## config.mk

```make
export PLATFORM = sky130hd
export DESIGN_NAME = asa_unit
export DESIGN_NICKNAME = d
export VERILOG_FILES = /design/src/hw/asa_pkt_pkg.sv /design/src/hw/asa_tbl_pkg.sv /design/src/hw/asa_process.sv /design/src/hw/asa_unit.sv /design/src/hw/ram_1r1w.sv /design/src/hw/ras_decode.sv
export VERILOG_INCLUDE_DIRS = /design/src /design/src/hw
export SDC_FILE = /design/constraint.sdc
export NUM_CORES = 2
export LEC_CHECK = 0
export BUFFER_PORTS_ARGS = -buffer_cell sky130_fd_sc_hd__buf_2
export CAP_MARGIN = 10
export CORE_MARGIN = 4
export CORE_UTILIZATION = 50
export CTS_CLUSTER_SIZE = 10
export DETAILED_ROUTE_END_ITERATION = 8
export HOLD_SLACK_MARGIN = 0.05
export PLACE_DENSITY = 0.66
export REMOVE_ABC_BUFFERS = 1
export SLEW_MARGIN = 20
export SYNTH_ARGS = -nofsm -noshare
export SYNTH_HDL_FRONTEND = slang
export SYNTH_SLANG_ARGS = --single-unit
export TNS_END_PERCENT = 5
```

## constraint.sdc

```tcl
create_clock -name clk -period 4.2 [get_ports clk]
set_input_delay 0.63 -clock clk [delete_from_list [all_inputs] [get_ports clk]]
set_output_delay 0.63 -clock clk [all_outputs]
set_load 0.03 [all_outputs]
```

## src/hw/asa_cfg.svh

```systemverilog
// action-set stage configuration
// widths of channels, table indices, time fields and the packet descriptor
`ifndef ASA_CFG_SVH
`define ASA_CFG_SVH

// subscriber channels
`define ASA_SCI_NBITS 3
`define ASA_SCI_VEC_NBITS 8

// table indices
`define ASA_FID_NBITS 6
`define ASA_TID_NBITS 5

// eight flow slots then one topic slot
`define ASA_RAS_SLOTS 9

// expiry arithmetic
`define ASA_TIME_NBITS 32
`define ASA_SUB_EXP_NBITS 16

// packet descriptor fields
`define ASA_PRI_NBITS 2
`define ASA_DOMAIN_NBITS 4
`define ASA_BUF_NBITS 12
`define ASA_PORT_NBITS 4

`endif

```

## src/hw/asa_pkt_pkg.sv

```systemverilog
// packet side types of the action-set stage
// metadata, rule action set, decoded action set and enqueue descriptor
`default_nettype none
`include "asa_cfg.svh"

package asa_pkt_pkg;

	// bit2 continue, bit1 flow part, bit0 topic part
	typedef enum logic [2:0] {
		east_term_drop  = 3'b000,
		east_term_topic = 3'b001,
		east_term_flow  = 3'b010,
		east_term_both  = 3'b011,
		east_cont_drop  = 3'b100,
		east_cont_topic = 3'b101,
		east_cont_flow  = 3'b110,
		east_cont_both  = 3'b111
	} east_e;

	typedef struct packed {
		east_e east;
		logic [2:0] ufdast;  // bit2 update default, 1:0 new type
		logic [1:0] nfascf;
		logic uppp;
		logic uppd;
	} ras_flag_t;

	typedef struct packed {
		logic used;
		logic [`ASA_SCI_NBITS-1:0] sci;
	} ras_slot_t;

	typedef struct packed {
		ras_slot_t [`ASA_RAS_SLOTS-1:0] slot;  // slot 8 is the topic slot
		ras_flag_t flag;
	} ras_t;

	typedef struct packed {
		logic [`ASA_SCI_VEC_NBITS-1:0] flow_vec;
		logic flow_any;
		logic [`ASA_SCI_VEC_NBITS-1:0] topic_vec;
		logic topic_valid;
		logic [`ASA_SCI_NBITS-1:0] topic_sci;
		ras_flag_t flag;
	} ras_dec_t;

	typedef struct packed {
		logic [`ASA_FID_NBITS-1:0] fid;
		logic [`ASA_TID_NBITS-1:0] tid;
		logic [`ASA_SCI_NBITS-1:0] rci;  // receive channel
		logic [`ASA_DOMAIN_NBITS-1:0] domain_id;
		logic type1;
		logic discard;
		logic [`ASA_PORT_NBITS-1:0] src_port;
		logic [`ASA_PORT_NBITS-1:0] dst_port;
		logic [`ASA_BUF_NBITS-1:0] buf_ptr;
	} asa_meta_t;

	typedef struct packed {
		logic [`ASA_PORT_NBITS-1:0] src_port;
		logic [`ASA_PORT_NBITS-1:0] dst_port;
		logic [`ASA_BUF_NBITS-1:0] buf_ptr;
		logic ptr_update;
		logic pd_update;
	} enq_desc_t;

	// channel index to one-hot channel bit
	function automatic logic [`ASA_SCI_VEC_NBITS-1:0] sci2vec(
		input logic [`ASA_SCI_NBITS-1:0] sci
	);
		sci2vec = '0;
		sci2vec[sci] = 1'b1;
	endfunction

endpackage

`default_nettype wire

```

## src/hw/asa_tbl_pkg.sv

```systemverilog
// table entry types of the action-set stage
// flow policy, flow action set and the action-set type
`default_nettype none
`include "asa_cfg.svh"

package asa_tbl_pkg;

	typedef enum logic [1:0] {
		as_none  = 2'b00,
		as_topic = 2'b01,
		as_flow  = 2'b10,
		as_both  = 2'b11
	} action_set_type_e;

	// --------------------------------------------------
	// flow policy, written from the config port only
	// --------------------------------------------------
	typedef struct packed {
		logic fwd_supervisor;
		logic mcast;
		logic tsas_fwd;  // forward on stored topic set
		logic fsas_fwd;  // forward on stored flow set
		logic exec_fwd;
		logic upd_tas;
		logic upd_fas;
		logic upd_ppd;
	} flow_maskon_t;

	typedef struct packed {
		logic [`ASA_DOMAIN_NBITS-1:0] domain_id;
		logic [2:0] tclass;
		flow_maskon_t maskon;
	} flow_policy_t;

	typedef struct packed {
		action_set_type_e default_type;
		logic [`ASA_SCI_VEC_NBITS-1:0] vec;
	} flow_action_t;

endpackage

`default_nettype wire

```

## src/hw/asa_process.sv

```systemverilog
// action-set processing pipeline
// reads policy, flow and topic action tables, learns new action sets and
// decides drop, channel vector and priority; outputs three cycles after input
`timescale 1ns/1ps
`default_nettype none
`include "asa_cfg.svh"

module asa_process (
	input  wire logic clk,
	input  wire logic arst_n,
	input  wire logic [`ASA_TIME_NBITS-1:0] current_time,
	input  wire logic [`ASA_SUB_EXP_NBITS-1:0] default_sub_exp_time,
	input  wire logic [`ASA_SCI_NBITS-1:0] supervisor_sci,
	input  wire logic [8*`ASA_PRI_NBITS-1:0] class2pri,
	input  wire logic proc_valid,
	input  wire logic proc_type3,
	input  wire asa_pkt_pkg::asa_meta_t proc_meta,
	input  wire asa_pkt_pkg::ras_t proc_ras,
	input  wire logic proc_discard,
	input  wire logic fp_wr,
	input  wire logic [`ASA_FID_NBITS-1:0] fp_waddr,
	input  wire asa_tbl_pkg::flow_policy_t fp_wdata,
	output logic classifier_valid,
	output logic [`ASA_FID_NBITS-1:0] classifier_fid,
	output logic tset_wr,
	output logic [`ASA_TID_NBITS+`ASA_SCI_NBITS-1:0] tset_waddr,
	output logic [`ASA_SUB_EXP_NBITS-1:0] tset_wdata,
	output logic enq_req,
	output logic enq_discard,
	output logic enq_mcast,
	output logic [`ASA_SCI_VEC_NBITS-1:0] enq_vec,
	output logic [`ASA_PRI_NBITS-1:0] enq_pri,
	output asa_pkt_pkg::enq_desc_t enq_desc,
	output logic [`ASA_TID_NBITS-1:0] enq_tid
);

	localparam int vec_nbits = `ASA_SCI_VEC_NBITS;

	logic valid_d1, valid_d2;
	logic type3_d1, type3_d2;
	logic discard_d1, discard_d2;
	asa_pkt_pkg::asa_meta_t meta_d1, meta_d2;
	logic [`ASA_TIME_NBITS-1:0] time_q;

	asa_pkt_pkg::ras_dec_t dec, dec_q;
	asa_tbl_pkg::flow_policy_t fp_rdata, fp_q;
	asa_tbl_pkg::flow_action_t fa_rdata, fa_q, fa_wdata;
	logic [vec_nbits-1:0] ta_rdata, ta_q, ta_wdata;

	asa_pkt_pkg::east_e east;
	asa_tbl_pkg::flow_maskon_t mo;
	asa_tbl_pkg::action_set_type_e dt;
	logic dom_drop, ok;
	logic fa_vec_wr, fa_type_wr, fa_wr, ta_wr;
	logic use_eflow;
	logic [vec_nbits-1:0] fwd_vec, sup_mask, vec_nxt;
	logic discard_nxt;
	logic [`ASA_TIME_NBITS-1:0] exp_time;

	// --------------------------------------------------
	// tables and decode, read with proc_valid
	// --------------------------------------------------
	ram_1r1w #(.width($bits(asa_tbl_pkg::flow_policy_t)), .addr_nbits(`ASA_FID_NBITS)) u_fp_ram (
		.clk(clk), .wr(fp_wr), .waddr(fp_waddr), .din(fp_wdata),
		.raddr(proc_meta.fid), .dout(fp_rdata)
	);

	ram_1r1w #(.width($bits(asa_tbl_pkg::flow_action_t)), .addr_nbits(`ASA_FID_NBITS)) u_fa_ram (
		.clk(clk), .wr(fa_wr), .waddr(meta_d2.fid), .din(fa_wdata),
		.raddr(proc_meta.fid), .dout(fa_rdata)
	);

	ram_1r1w #(.width(vec_nbits), .addr_nbits(`ASA_TID_NBITS)) u_ta_ram (
		.clk(clk), .wr(ta_wr), .waddr(meta_d2.tid), .din(ta_wdata),
		.raddr(proc_meta.tid), .dout(ta_rdata)
	);

	ras_decode u_ras_decode (.clk(clk), .arst_n(arst_n), .ras(proc_ras), .dec(dec));

	// --------------------------------------------------
	// pipeline registers
	// --------------------------------------------------
	always_ff @(posedge clk or negedge arst_n) begin
		if (!arst_n) begin
			valid_d1 <= 1'b0;
			valid_d2 <= 1'b0;
		end else begin
			valid_d1 <= proc_valid;
			valid_d2 <= valid_d1;
		end
	end

	always_ff @(posedge clk) begin
		type3_d1 <= proc_type3;
		type3_d2 <= type3_d1;
		discard_d1 <= proc_discard;
		discard_d2 <= discard_d1;
		meta_d1 <= proc_meta;
		meta_d2 <= meta_d1;
		time_q <= current_time;  // time seen during d1
		dec_q <= dec;
		fp_q <= fp_rdata;
		fa_q <= fa_rdata;
		ta_q <= ta_rdata;
	end

	// --------------------------------------------------
	// d2 decision and table write-back
	// --------------------------------------------------
	assign east = dec_q.flag.east;
	assign mo = fp_q.maskon;
	assign dt = fa_q.default_type;

	assign dom_drop = meta_d2.type1 && (meta_d2.domain_id != fp_q.domain_id);
	assign ok = valid_d2 && !type3_d2 && !dom_drop && !meta_d2.discard && east[2];

	assign fa_vec_wr = ok && east[1] && (dec_q.flag.nfascf == 2'b11) && dec_q.flow_any && mo.upd_fas;
	assign fa_type_wr = ok && dec_q.flag.ufdast[2] && mo.upd_fas;
	assign fa_wr = fa_vec_wr || fa_type_wr;
	assign fa_wdata.vec = fa_vec_wr ? dec_q.flow_vec : fa_q.vec;
	assign fa_wdata.default_type = fa_type_wr ?
		asa_tbl_pkg::action_set_type_e'(dec_q.flag.ufdast[1:0]) : dt;

	assign ta_wr = ok && east[0] && dec_q.topic_valid && mo.upd_tas;
	assign ta_wdata = ta_q | dec_q.topic_vec;

	assign use_eflow = dec_q.flag.nfascf[1] && east[1] && mo.exec_fwd;

	always_comb begin
		if (type3_d2) begin
			// stored default type stands in for east
			fwd_vec = ((dt[0] && mo.tsas_fwd) ? ta_q : '0)
				| ((dt[1] && mo.fsas_fwd) ? fa_q.vec : '0);
			discard_nxt = (dt == asa_tbl_pkg::as_none);
		end else begin
			fwd_vec = ((east[0] && mo.tsas_fwd) ? ta_q : '0)
				| (use_eflow ? dec_q.flow_vec : '0)
				| ((east[0] && mo.exec_fwd) ? dec_q.topic_vec : '0)
				| ((!use_eflow && mo.fsas_fwd) ? fa_q.vec : '0);
			discard_nxt = (east[1:0] == 2'b00);
		end
	end

	assign sup_mask = mo.fwd_supervisor ? '1 : ~asa_pkt_pkg::sci2vec(supervisor_sci);
	assign vec_nxt = fwd_vec & ~asa_pkt_pkg::sci2vec(meta_d2.rci) & sup_mask;

	assign exp_time = time_q + {default_sub_exp_time, {(`ASA_TIME_NBITS-`ASA_SUB_EXP_NBITS){1'b0}}};

	// --------------------------------------------------
	// output registers
	// --------------------------------------------------
	always_ff @(posedge clk or negedge arst_n) begin
		if (!arst_n) begin
			enq_req <= 1'b0;
			classifier_valid <= 1'b0;
			tset_wr <= 1'b0;
		end else begin
			enq_req <= valid_d2;
			classifier_valid <= valid_d2 && !east[2];  // flow terminates
			tset_wr <= ta_wr;
		end
	end

	always_ff @(posedge clk) begin
		enq_discard <= discard_nxt || meta_d2.discard || dom_drop || discard_d2;
		enq_vec <= vec_nxt;
		enq_mcast <= mo.mcast;
		enq_pri <= class2pri[fp_q.tclass*`ASA_PRI_NBITS +: `ASA_PRI_NBITS];
		enq_tid <= meta_d2.tid;
		enq_desc.src_port <= meta_d2.src_port;
		enq_desc.dst_port <= meta_d2.dst_port;
		enq_desc.buf_ptr <= meta_d2.buf_ptr;
		enq_desc.ptr_update <= dec_q.flag.uppp;
		enq_desc.pd_update <= dec_q.flag.uppd && mo.upd_ppd;
		classifier_fid <= meta_d2.fid;
		tset_waddr <= {meta_d2.tid, dec_q.topic_sci};
		tset_wdata <= exp_time[`ASA_TIME_NBITS-1 -: `ASA_SUB_EXP_NBITS];
	end

	// every accepted packet reaches the replication queue three cycles later
	ast_enq_latency: assert property (@(posedge clk) disable iff (!arst_n)
		proc_valid |-> ##3 enq_req);

endmodule

`default_nettype wire

```

## src/hw/asa_unit.sv

```systemverilog
// action-set processing unit
// registers flow policy configuration writes and feeds the processing pipeline
`timescale 1ns/1ps
`default_nettype none
`include "asa_cfg.svh"

module asa_unit (
	input  wire logic clk,
	input  wire logic arst_n,
	input  wire logic [`ASA_TIME_NBITS-1:0] current_time,
	input  wire logic [`ASA_SUB_EXP_NBITS-1:0] default_sub_exp_time,
	input  wire logic [`ASA_SCI_NBITS-1:0] supervisor_sci,
	input  wire logic [8*`ASA_PRI_NBITS-1:0] class2pri,
	input  wire logic proc_valid,
	input  wire logic proc_type3,
	input  wire asa_pkt_pkg::asa_meta_t proc_meta,
	input  wire asa_pkt_pkg::ras_t proc_ras,
	input  wire logic proc_discard,
	input  wire logic fp_wr,
	input  wire logic [`ASA_FID_NBITS-1:0] fp_waddr,
	input  wire asa_tbl_pkg::flow_policy_t fp_wdata,
	output logic classifier_valid,
	output logic [`ASA_FID_NBITS-1:0] classifier_fid,
	output logic tset_wr,
	output logic [`ASA_TID_NBITS+`ASA_SCI_NBITS-1:0] tset_waddr,
	output logic [`ASA_SUB_EXP_NBITS-1:0] tset_wdata,
	output logic enq_req,
	output logic enq_discard,
	output logic enq_mcast,
	output logic [`ASA_SCI_VEC_NBITS-1:0] enq_vec,
	output logic [`ASA_PRI_NBITS-1:0] enq_pri,
	output asa_pkt_pkg::enq_desc_t enq_desc,
	output logic [`ASA_TID_NBITS-1:0] enq_tid
);

	logic fp_wr_q;
	logic [`ASA_FID_NBITS-1:0] fp_waddr_q;
	asa_tbl_pkg::flow_policy_t fp_wdata_q;

	// config write stage
	always_ff @(posedge clk or negedge arst_n) begin
		if (!arst_n) begin
			fp_wr_q <= 1'b0;
		end else begin
			fp_wr_q <= fp_wr;
		end
	end

	always_ff @(posedge clk) begin
		fp_waddr_q <= fp_waddr;
		fp_wdata_q <= fp_wdata;
	end

	asa_process u_process (
		.clk(clk),
		.arst_n(arst_n),
		.current_time(current_time),
		.default_sub_exp_time(default_sub_exp_time),
		.supervisor_sci(supervisor_sci),
		.class2pri(class2pri),
		.proc_valid(proc_valid),
		.proc_type3(proc_type3),
		.proc_meta(proc_meta),
		.proc_ras(proc_ras),
		.proc_discard(proc_discard),
		.fp_wr(fp_wr_q),
		.fp_waddr(fp_waddr_q),
		.fp_wdata(fp_wdata_q),
		.classifier_valid(classifier_valid),
		.classifier_fid(classifier_fid),
		.tset_wr(tset_wr),
		.tset_waddr(tset_waddr),
		.tset_wdata(tset_wdata),
		.enq_req(enq_req),
		.enq_discard(enq_discard),
		.enq_mcast(enq_mcast),
		.enq_vec(enq_vec),
		.enq_pri(enq_pri),
		.enq_desc(enq_desc),
		.enq_tid(enq_tid)
	);

endmodule

`default_nettype wire

```

## src/hw/ram_1r1w.sv

```systemverilog
// simple dual-port table
// one registered read port, one write port, read returns old data on collision
`timescale 1ns/1ps
`default_nettype none

module ram_1r1w #(
	parameter int width = 8,
	parameter int addr_nbits = 4
) (
	input  wire logic clk,
	input  wire logic wr,
	input  wire logic [addr_nbits-1:0] waddr,
	input  wire logic [width-1:0] din,
	input  wire logic [addr_nbits-1:0] raddr,
	output logic [width-1:0] dout
);

	logic [width-1:0] mem [2**addr_nbits];

	always_ff @(posedge clk) begin
		if (wr) begin
			mem[waddr] <= din;
		end
		dout <= mem[raddr];
	end

	ast_wr_known: assert property (@(posedge clk)
		!$isunknown(wr) && (!wr || !$isunknown(waddr)));

endmodule

`default_nettype wire

```

## src/hw/ras_decode.sv

```systemverilog
// rule action set decoder
// unpacks the flow and topic slots into channel vectors, one cycle latency
`timescale 1ns/1ps
`default_nettype none
`include "asa_cfg.svh"

module ras_decode (
	input  wire logic clk,
	input  wire logic arst_n,
	input  wire asa_pkt_pkg::ras_t ras,
	output asa_pkt_pkg::ras_dec_t dec
);

	localparam int flow_slots = `ASA_RAS_SLOTS - 1;

	logic [`ASA_SCI_VEC_NBITS-1:0] flow_vec;
	logic flow_any;
	logic [`ASA_SCI_VEC_NBITS-1:0] topic_vec;
	asa_pkt_pkg::ras_slot_t topic_slot;

	logic flow_any_q;
	logic topic_valid_q;
	logic [`ASA_SCI_VEC_NBITS-1:0] flow_vec_q;
	logic [`ASA_SCI_VEC_NBITS-1:0] topic_vec_q;
	logic [`ASA_SCI_NBITS-1:0] topic_sci_q;
	asa_pkt_pkg::ras_flag_t flag_q;

	// --------------------------------------------------
	// slot unpack
	// --------------------------------------------------
	always_comb begin
		flow_vec = '0;
		flow_any = 1'b0;
		for (int i = 0; i < flow_slots; i++) begin
			if (ras.slot[i].used) begin
				flow_vec = flow_vec | asa_pkt_pkg::sci2vec(ras.slot[i].sci);
				flow_any = 1'b1;
			end
		end
	end

	assign topic_slot = ras.slot[flow_slots];
	assign topic_vec = topic_slot.used ? asa_pkt_pkg::sci2vec(topic_slot.sci) : '0;

	// --------------------------------------------------
	// output register
	// --------------------------------------------------
	always_ff @(posedge clk or negedge arst_n) begin
		if (!arst_n) begin
			flow_any_q <= 1'b0;
			topic_valid_q <= 1'b0;
		end else begin
			flow_any_q <= flow_any;
			topic_valid_q <= topic_slot.used;
		end
	end

	always_ff @(posedge clk) begin
		flow_vec_q <= flow_vec;
		topic_vec_q <= topic_vec;
		topic_sci_q <= topic_slot.sci;
		flag_q <= ras.flag;
	end

	assign dec = '{
		flow_vec: flow_vec_q,
		flow_any: flow_any_q,
		topic_vec: topic_vec_q,
		topic_valid: topic_valid_q,
		topic_sci: topic_sci_q,
		flag: flag_q
	};

endmodule

`default_nettype wire

```

==> impl_metrics.csv <==
group,metric,value,unit
global_route,top_usage_layer,"met2",
synth,ys_ff_latch,2175,
critical_path,rr_endpoint,"u_process.u_fa_ram.mem[27][8]",
timing,worst_pin_slew,0.951,ns
synth,syn_area,79900,um2
timing,skew,0.0270,ns
run,cap_violations,0,
global_route,antenna_found_initial,18,
timing,rsz0062_at_grt,"no",
power_and_ir_drop,ir_drop,0.382,mV
synth,synth-edff-count,1856,
routing,drc_errors,0,
clock_network,clock_latency,0.84,ns
synth,ys_seq_area_frac,0.778,
finish,final_util,0.585,
finish,fin_nets,4602,
floorplan,die-area,166000,um2
timing,setup_violations,0,
timing,layout_worst_path_cycle_share,0.776,
finish,area_delta_synth_final,16.0,%
routing,viasPerCell,6.04,
critical_path,crit_buf_inv,2,
status,outcome,"finished clean",
synth,synth.area.top_cells,"edfxtp_1, mux4_2, dfxtp_1, nor2_1, a22oi_1",
clock_network,post_cts_buffers,0,
timing,finalMaxSlewViolations,0,
critical_path,r2r_start,"u_process.fp_q[12]",
clock_network,cts_max_level,4,
routing,num_vias,40178,
synth,synthArstFlopShare,0.00368,
power_and_ir_drop,combPwrFrac,0.057,
routing,routedWlPerCell,28.5,um
synth,yosysWarnings,0,
global_route,grt_util_all_layers,0.228,
critical_path,cp-start-kind,"flip-flop",
clock_network,cts_resized,0,
critical_path,path_class,"reg -> reg",
clock_network,ctsHoldBuffers,88,
finish,drive_gt1_frac,0.286,
worst_hold_path,min-delay-path-class,"in -> reg",
synth,synth_area_per_cell,21.1,um2
global_route,grt_max_degree,66,
power_and_ir_drop,power_frac_seq,0.533,
synth,synthCells,3781,
global_route,grt_use_met2,0.363,
critical_path,crit_chain,"xor2_1 > o41a_1 > nor4_4 > buf_4 > and4b_1 > nand2_1 > nor2_1 > buf_4",
critical_path,worst_ep_required_time,4.74,ns
clock_network,root_buffer,"clkbuf_16",
clock_network,cts.reportedPaths.clkPinSlew,0.05,ns
power_and_ir_drop,powerDensity,492,nW/um2
clock_network,cts_tree,"built",
power_and_ir_drop,p_int,35.8,mW
worst_hold_path,min_path_cells,3,
global_route,use_met1,0.330,
power_and_ir_drop,p_switching,9.85,mW
critical_path,worst_path_most_repeated_cell,"buf_4",
global_route,grt_pass1_vias,40739,
critical_path,cp_slowest_cell,"o41a_1",
placement,io_buffers,235,
routing,antenna_left,0,
floorplan,die_h,408,um
clock_network,clock_path_buffers,3,
timing,relSlewSlack,0.363,
floorplan,start_util,0.504,
floorplan,rows,146,
global_route,grt_pass1_wl,279000,um
critical_path,reg2regPathDepth,8,
timing,finalSetupTns,0,ns
finish,fillers,11348,
timing,hold_viol_final,0,
power_and_ir_drop,p_leak,30.4,nW
critical_path,crit_fanout,8,
placement,post-dp-hpwl,117000,um
timing,fmax,307,MHz
timing,min_period,3.26,ns
synth,yosys.area.top_type_share,0.697,
power_and_ir_drop,p_sw_frac,0.216,
power_and_ir_drop,clkPwrFrac,0.410,
critical_path,cp_top_family,"simple AND/OR/NAND/NOR gates",
placement,gp_congestion,0.863,
synth,yosys.cell_types.count,68,
clock_network,cts-buffers-inserted,239,
synth,synth_ff_type,"edfxtp_1",
floorplan,ios,252,
floorplan,dieWidth,408,um
global_route,grt_overflow,0,
critical_path,critPathArrivalTime,3.80,ns
global_route,grt_use_met3,0.0421,
critical_path,reg2reg_slack,0.94,ns
floorplan,coreArea,159000,um2
critical_path,endpoint_kind,"flip-flop",
synth,yosysTopAreaCell,"edfxtp_1",
clock_network,cts_sinks,2175,
routing,dr.first_iter.drc_count,5138,
worst_hold_path,min-delay-start,"proc_ras[31]",
worst_hold_path,worstHoldEndpoint,"u_process.u_ras_decode.flow_vec_q[3]",
critical_path,slowest_delay,0.48,ns
routing,dr.pass1.iters,7,
routing,wirelength,190000,um
stage by stage:
step / hold slack (ns) / total power, mW / setup WS, ns / instance area (um2) / cells
3_3_place_gp: 0.309 / 27.2 / 0.700 / 84900 / 6149
5_1_grt: 0.0831 / 47.2 / 0.842 / 92700 / 6655
3_5_place_dp: 0.312 / 27.3 / 0.722 / 84900 / 6149
2_1_floorplan: 0.310 / 25.9 / 1.64 / 78900 / 3591
4_1_cts: 0.0599 / 46.0 / 0.711 / 92700 / 6654
6_report: 0.138 / 45.6 / 0.942 / 92700 / 6655
cell usage in the layout, fill, tap and decap left out, types with 12 or more instances in the layout:
master and n:
ha_1 15, dfxtp_1 296, inv_1 18, nor3_1 36, nand3_1 28, a21oi_1 25
edfxtp_1 1856, buf_2 230, a31oi_1 16, o311ai_0 12, buf_4 236, o32a_1 12
buf_12 17, a22o_1 30, a211oi_1 17, nor2b_1 35, a22oi_1 53, o21ai_0 49
nor2_1 235, dlygate4sd3_1 88, mux4_2 503, mux2_2 18, o221ai_1 13, nand2_1 80
nand2b_1 27, o22ai_1 41, clkbuf_16 242, clkbuf_1 155
per-layer routing:
layer,share of wire,vias to the layer above
li1,-,16856
met5,0.000063,-
met3,0.084,325
met1,0.41,21093
met2,0.48,1902
met4,0.027,2
cells in the mapped netlist (all sizes together) (16+ instances only):
| library cell | n |
|---|---|
| mux4 | 503 |
| nand3 | 28 |
| a31oi | 16 |
| nor2 | 238 |
| a22o | 30 |
| a21oi | 25 |
| a211oi | 17 |
| nor2b | 38 |
| buf | 106 |
| nor3 | 36 |
| nand2 | 80 |
| inv | 18 |
| a22oi | 53 |
| o21ai | 50 |
| mux2 | 21 |
| clkbuf | 84 |
| o22ai | 41 |
| edfxtp | 1856 |
| nand2b | 27 |
| dfxtp | 311 |
cell type report:
| cell class | count | area, um2 | share of cell area |
|---|---|---|---|
| Clock inverter | 18 | 250 | 0.00270 |
| Sequential cell | 2175 | 62200 | 0.671 |
| Inverter | 18 | 67.6 | 0.000729 |
| Clock buffer | 399 | 6670 | 0.0719 |
| Antenna cell | 1 | 2.50 | 0.0000270 |
| Tap cell | 2072 | 2590 | 0.0280 |
| Timing Repair Buffer | 574 | 4190 | 0.0452 |
| Multi-Input combinational cell | 1398 | 16800 | 0.181 |
tightest hold or removal path, stage by stage:
cell and delay [ns]:
buf_2 0.12, nand3_1 0.09, nand4_1 0.09
registers in the layout, indices dropped and copies added (netlist names), 15 cells and up:
| signal | flops |
|---|---|
| fp_wdata_q | 15 |
| u_process.dec_q | 28 |
| u_process.enq_desc | 22 |
| u_process.fp_q | 15 |
| u_process.meta_d1 | 40 |
| u_process.meta_d2 | 40 |
| u_process.time_q | 16 |
| u_process.tset_wdata | 16 |
| u_process.u_fa_ram.mem | 640 |
| u_process.u_fp_ram.dout | 15 |
| u_process.u_fp_ram.mem | 960 |
| u_process.u_ta_ram.mem | 256 |
power by group through the flow:
| stage | clock [mW] | sequential [mW] | combinational, mW |
|---|---|---|---|
| finish | 18.7 | 24.3 | 2.61 |
| global route | 20.1 | 24.3 | 2.78 |
| CTS | 19.1 | 24.3 | 2.63 |
| global placement | 0 | 24.7 | 2.50 |
| floorplan | 0 | 24.8 | 1.14 |
| detailed placement | 0 | 24.7 | 2.55 |
worst max path at each step:
stage	start	endpoint	slack, ns	cells past startpoint
floorplan	u_process.fp_q[14]	u_process.u_ta_ram.mem[22][0]	1.64	6
global placement	proc_meta[34]	u_process.u_fp_ram.dout[2]	0.70	7
detailed placement	u_process.fp_q[14]	u_process.u_fa_ram.mem[44][0]	0.72	6
CTS	u_process.fp_q[14]	u_process.u_fa_ram.mem[62][0]	0.71	6
global route	u_process.fp_q[12]	u_process.u_fa_ram.mem[10][6]	0.84	7
finish	u_process.fp_q[12]	u_process.u_fa_ram.mem[27][8]	0.94	8
logic make-up after synthesis:
logic type / share of synthesized area
DFF: 0.778
xor gates and xnor gates: 0.00153
muxes: 0.146
and+or+nand+nor: 0.0302
AOI/OAI and AO/OA: 0.0293
buffers and inverters: 0.0131
adders and majority gates: 0.00260
No activity file was read; power rests on OpenSTA's default activity.
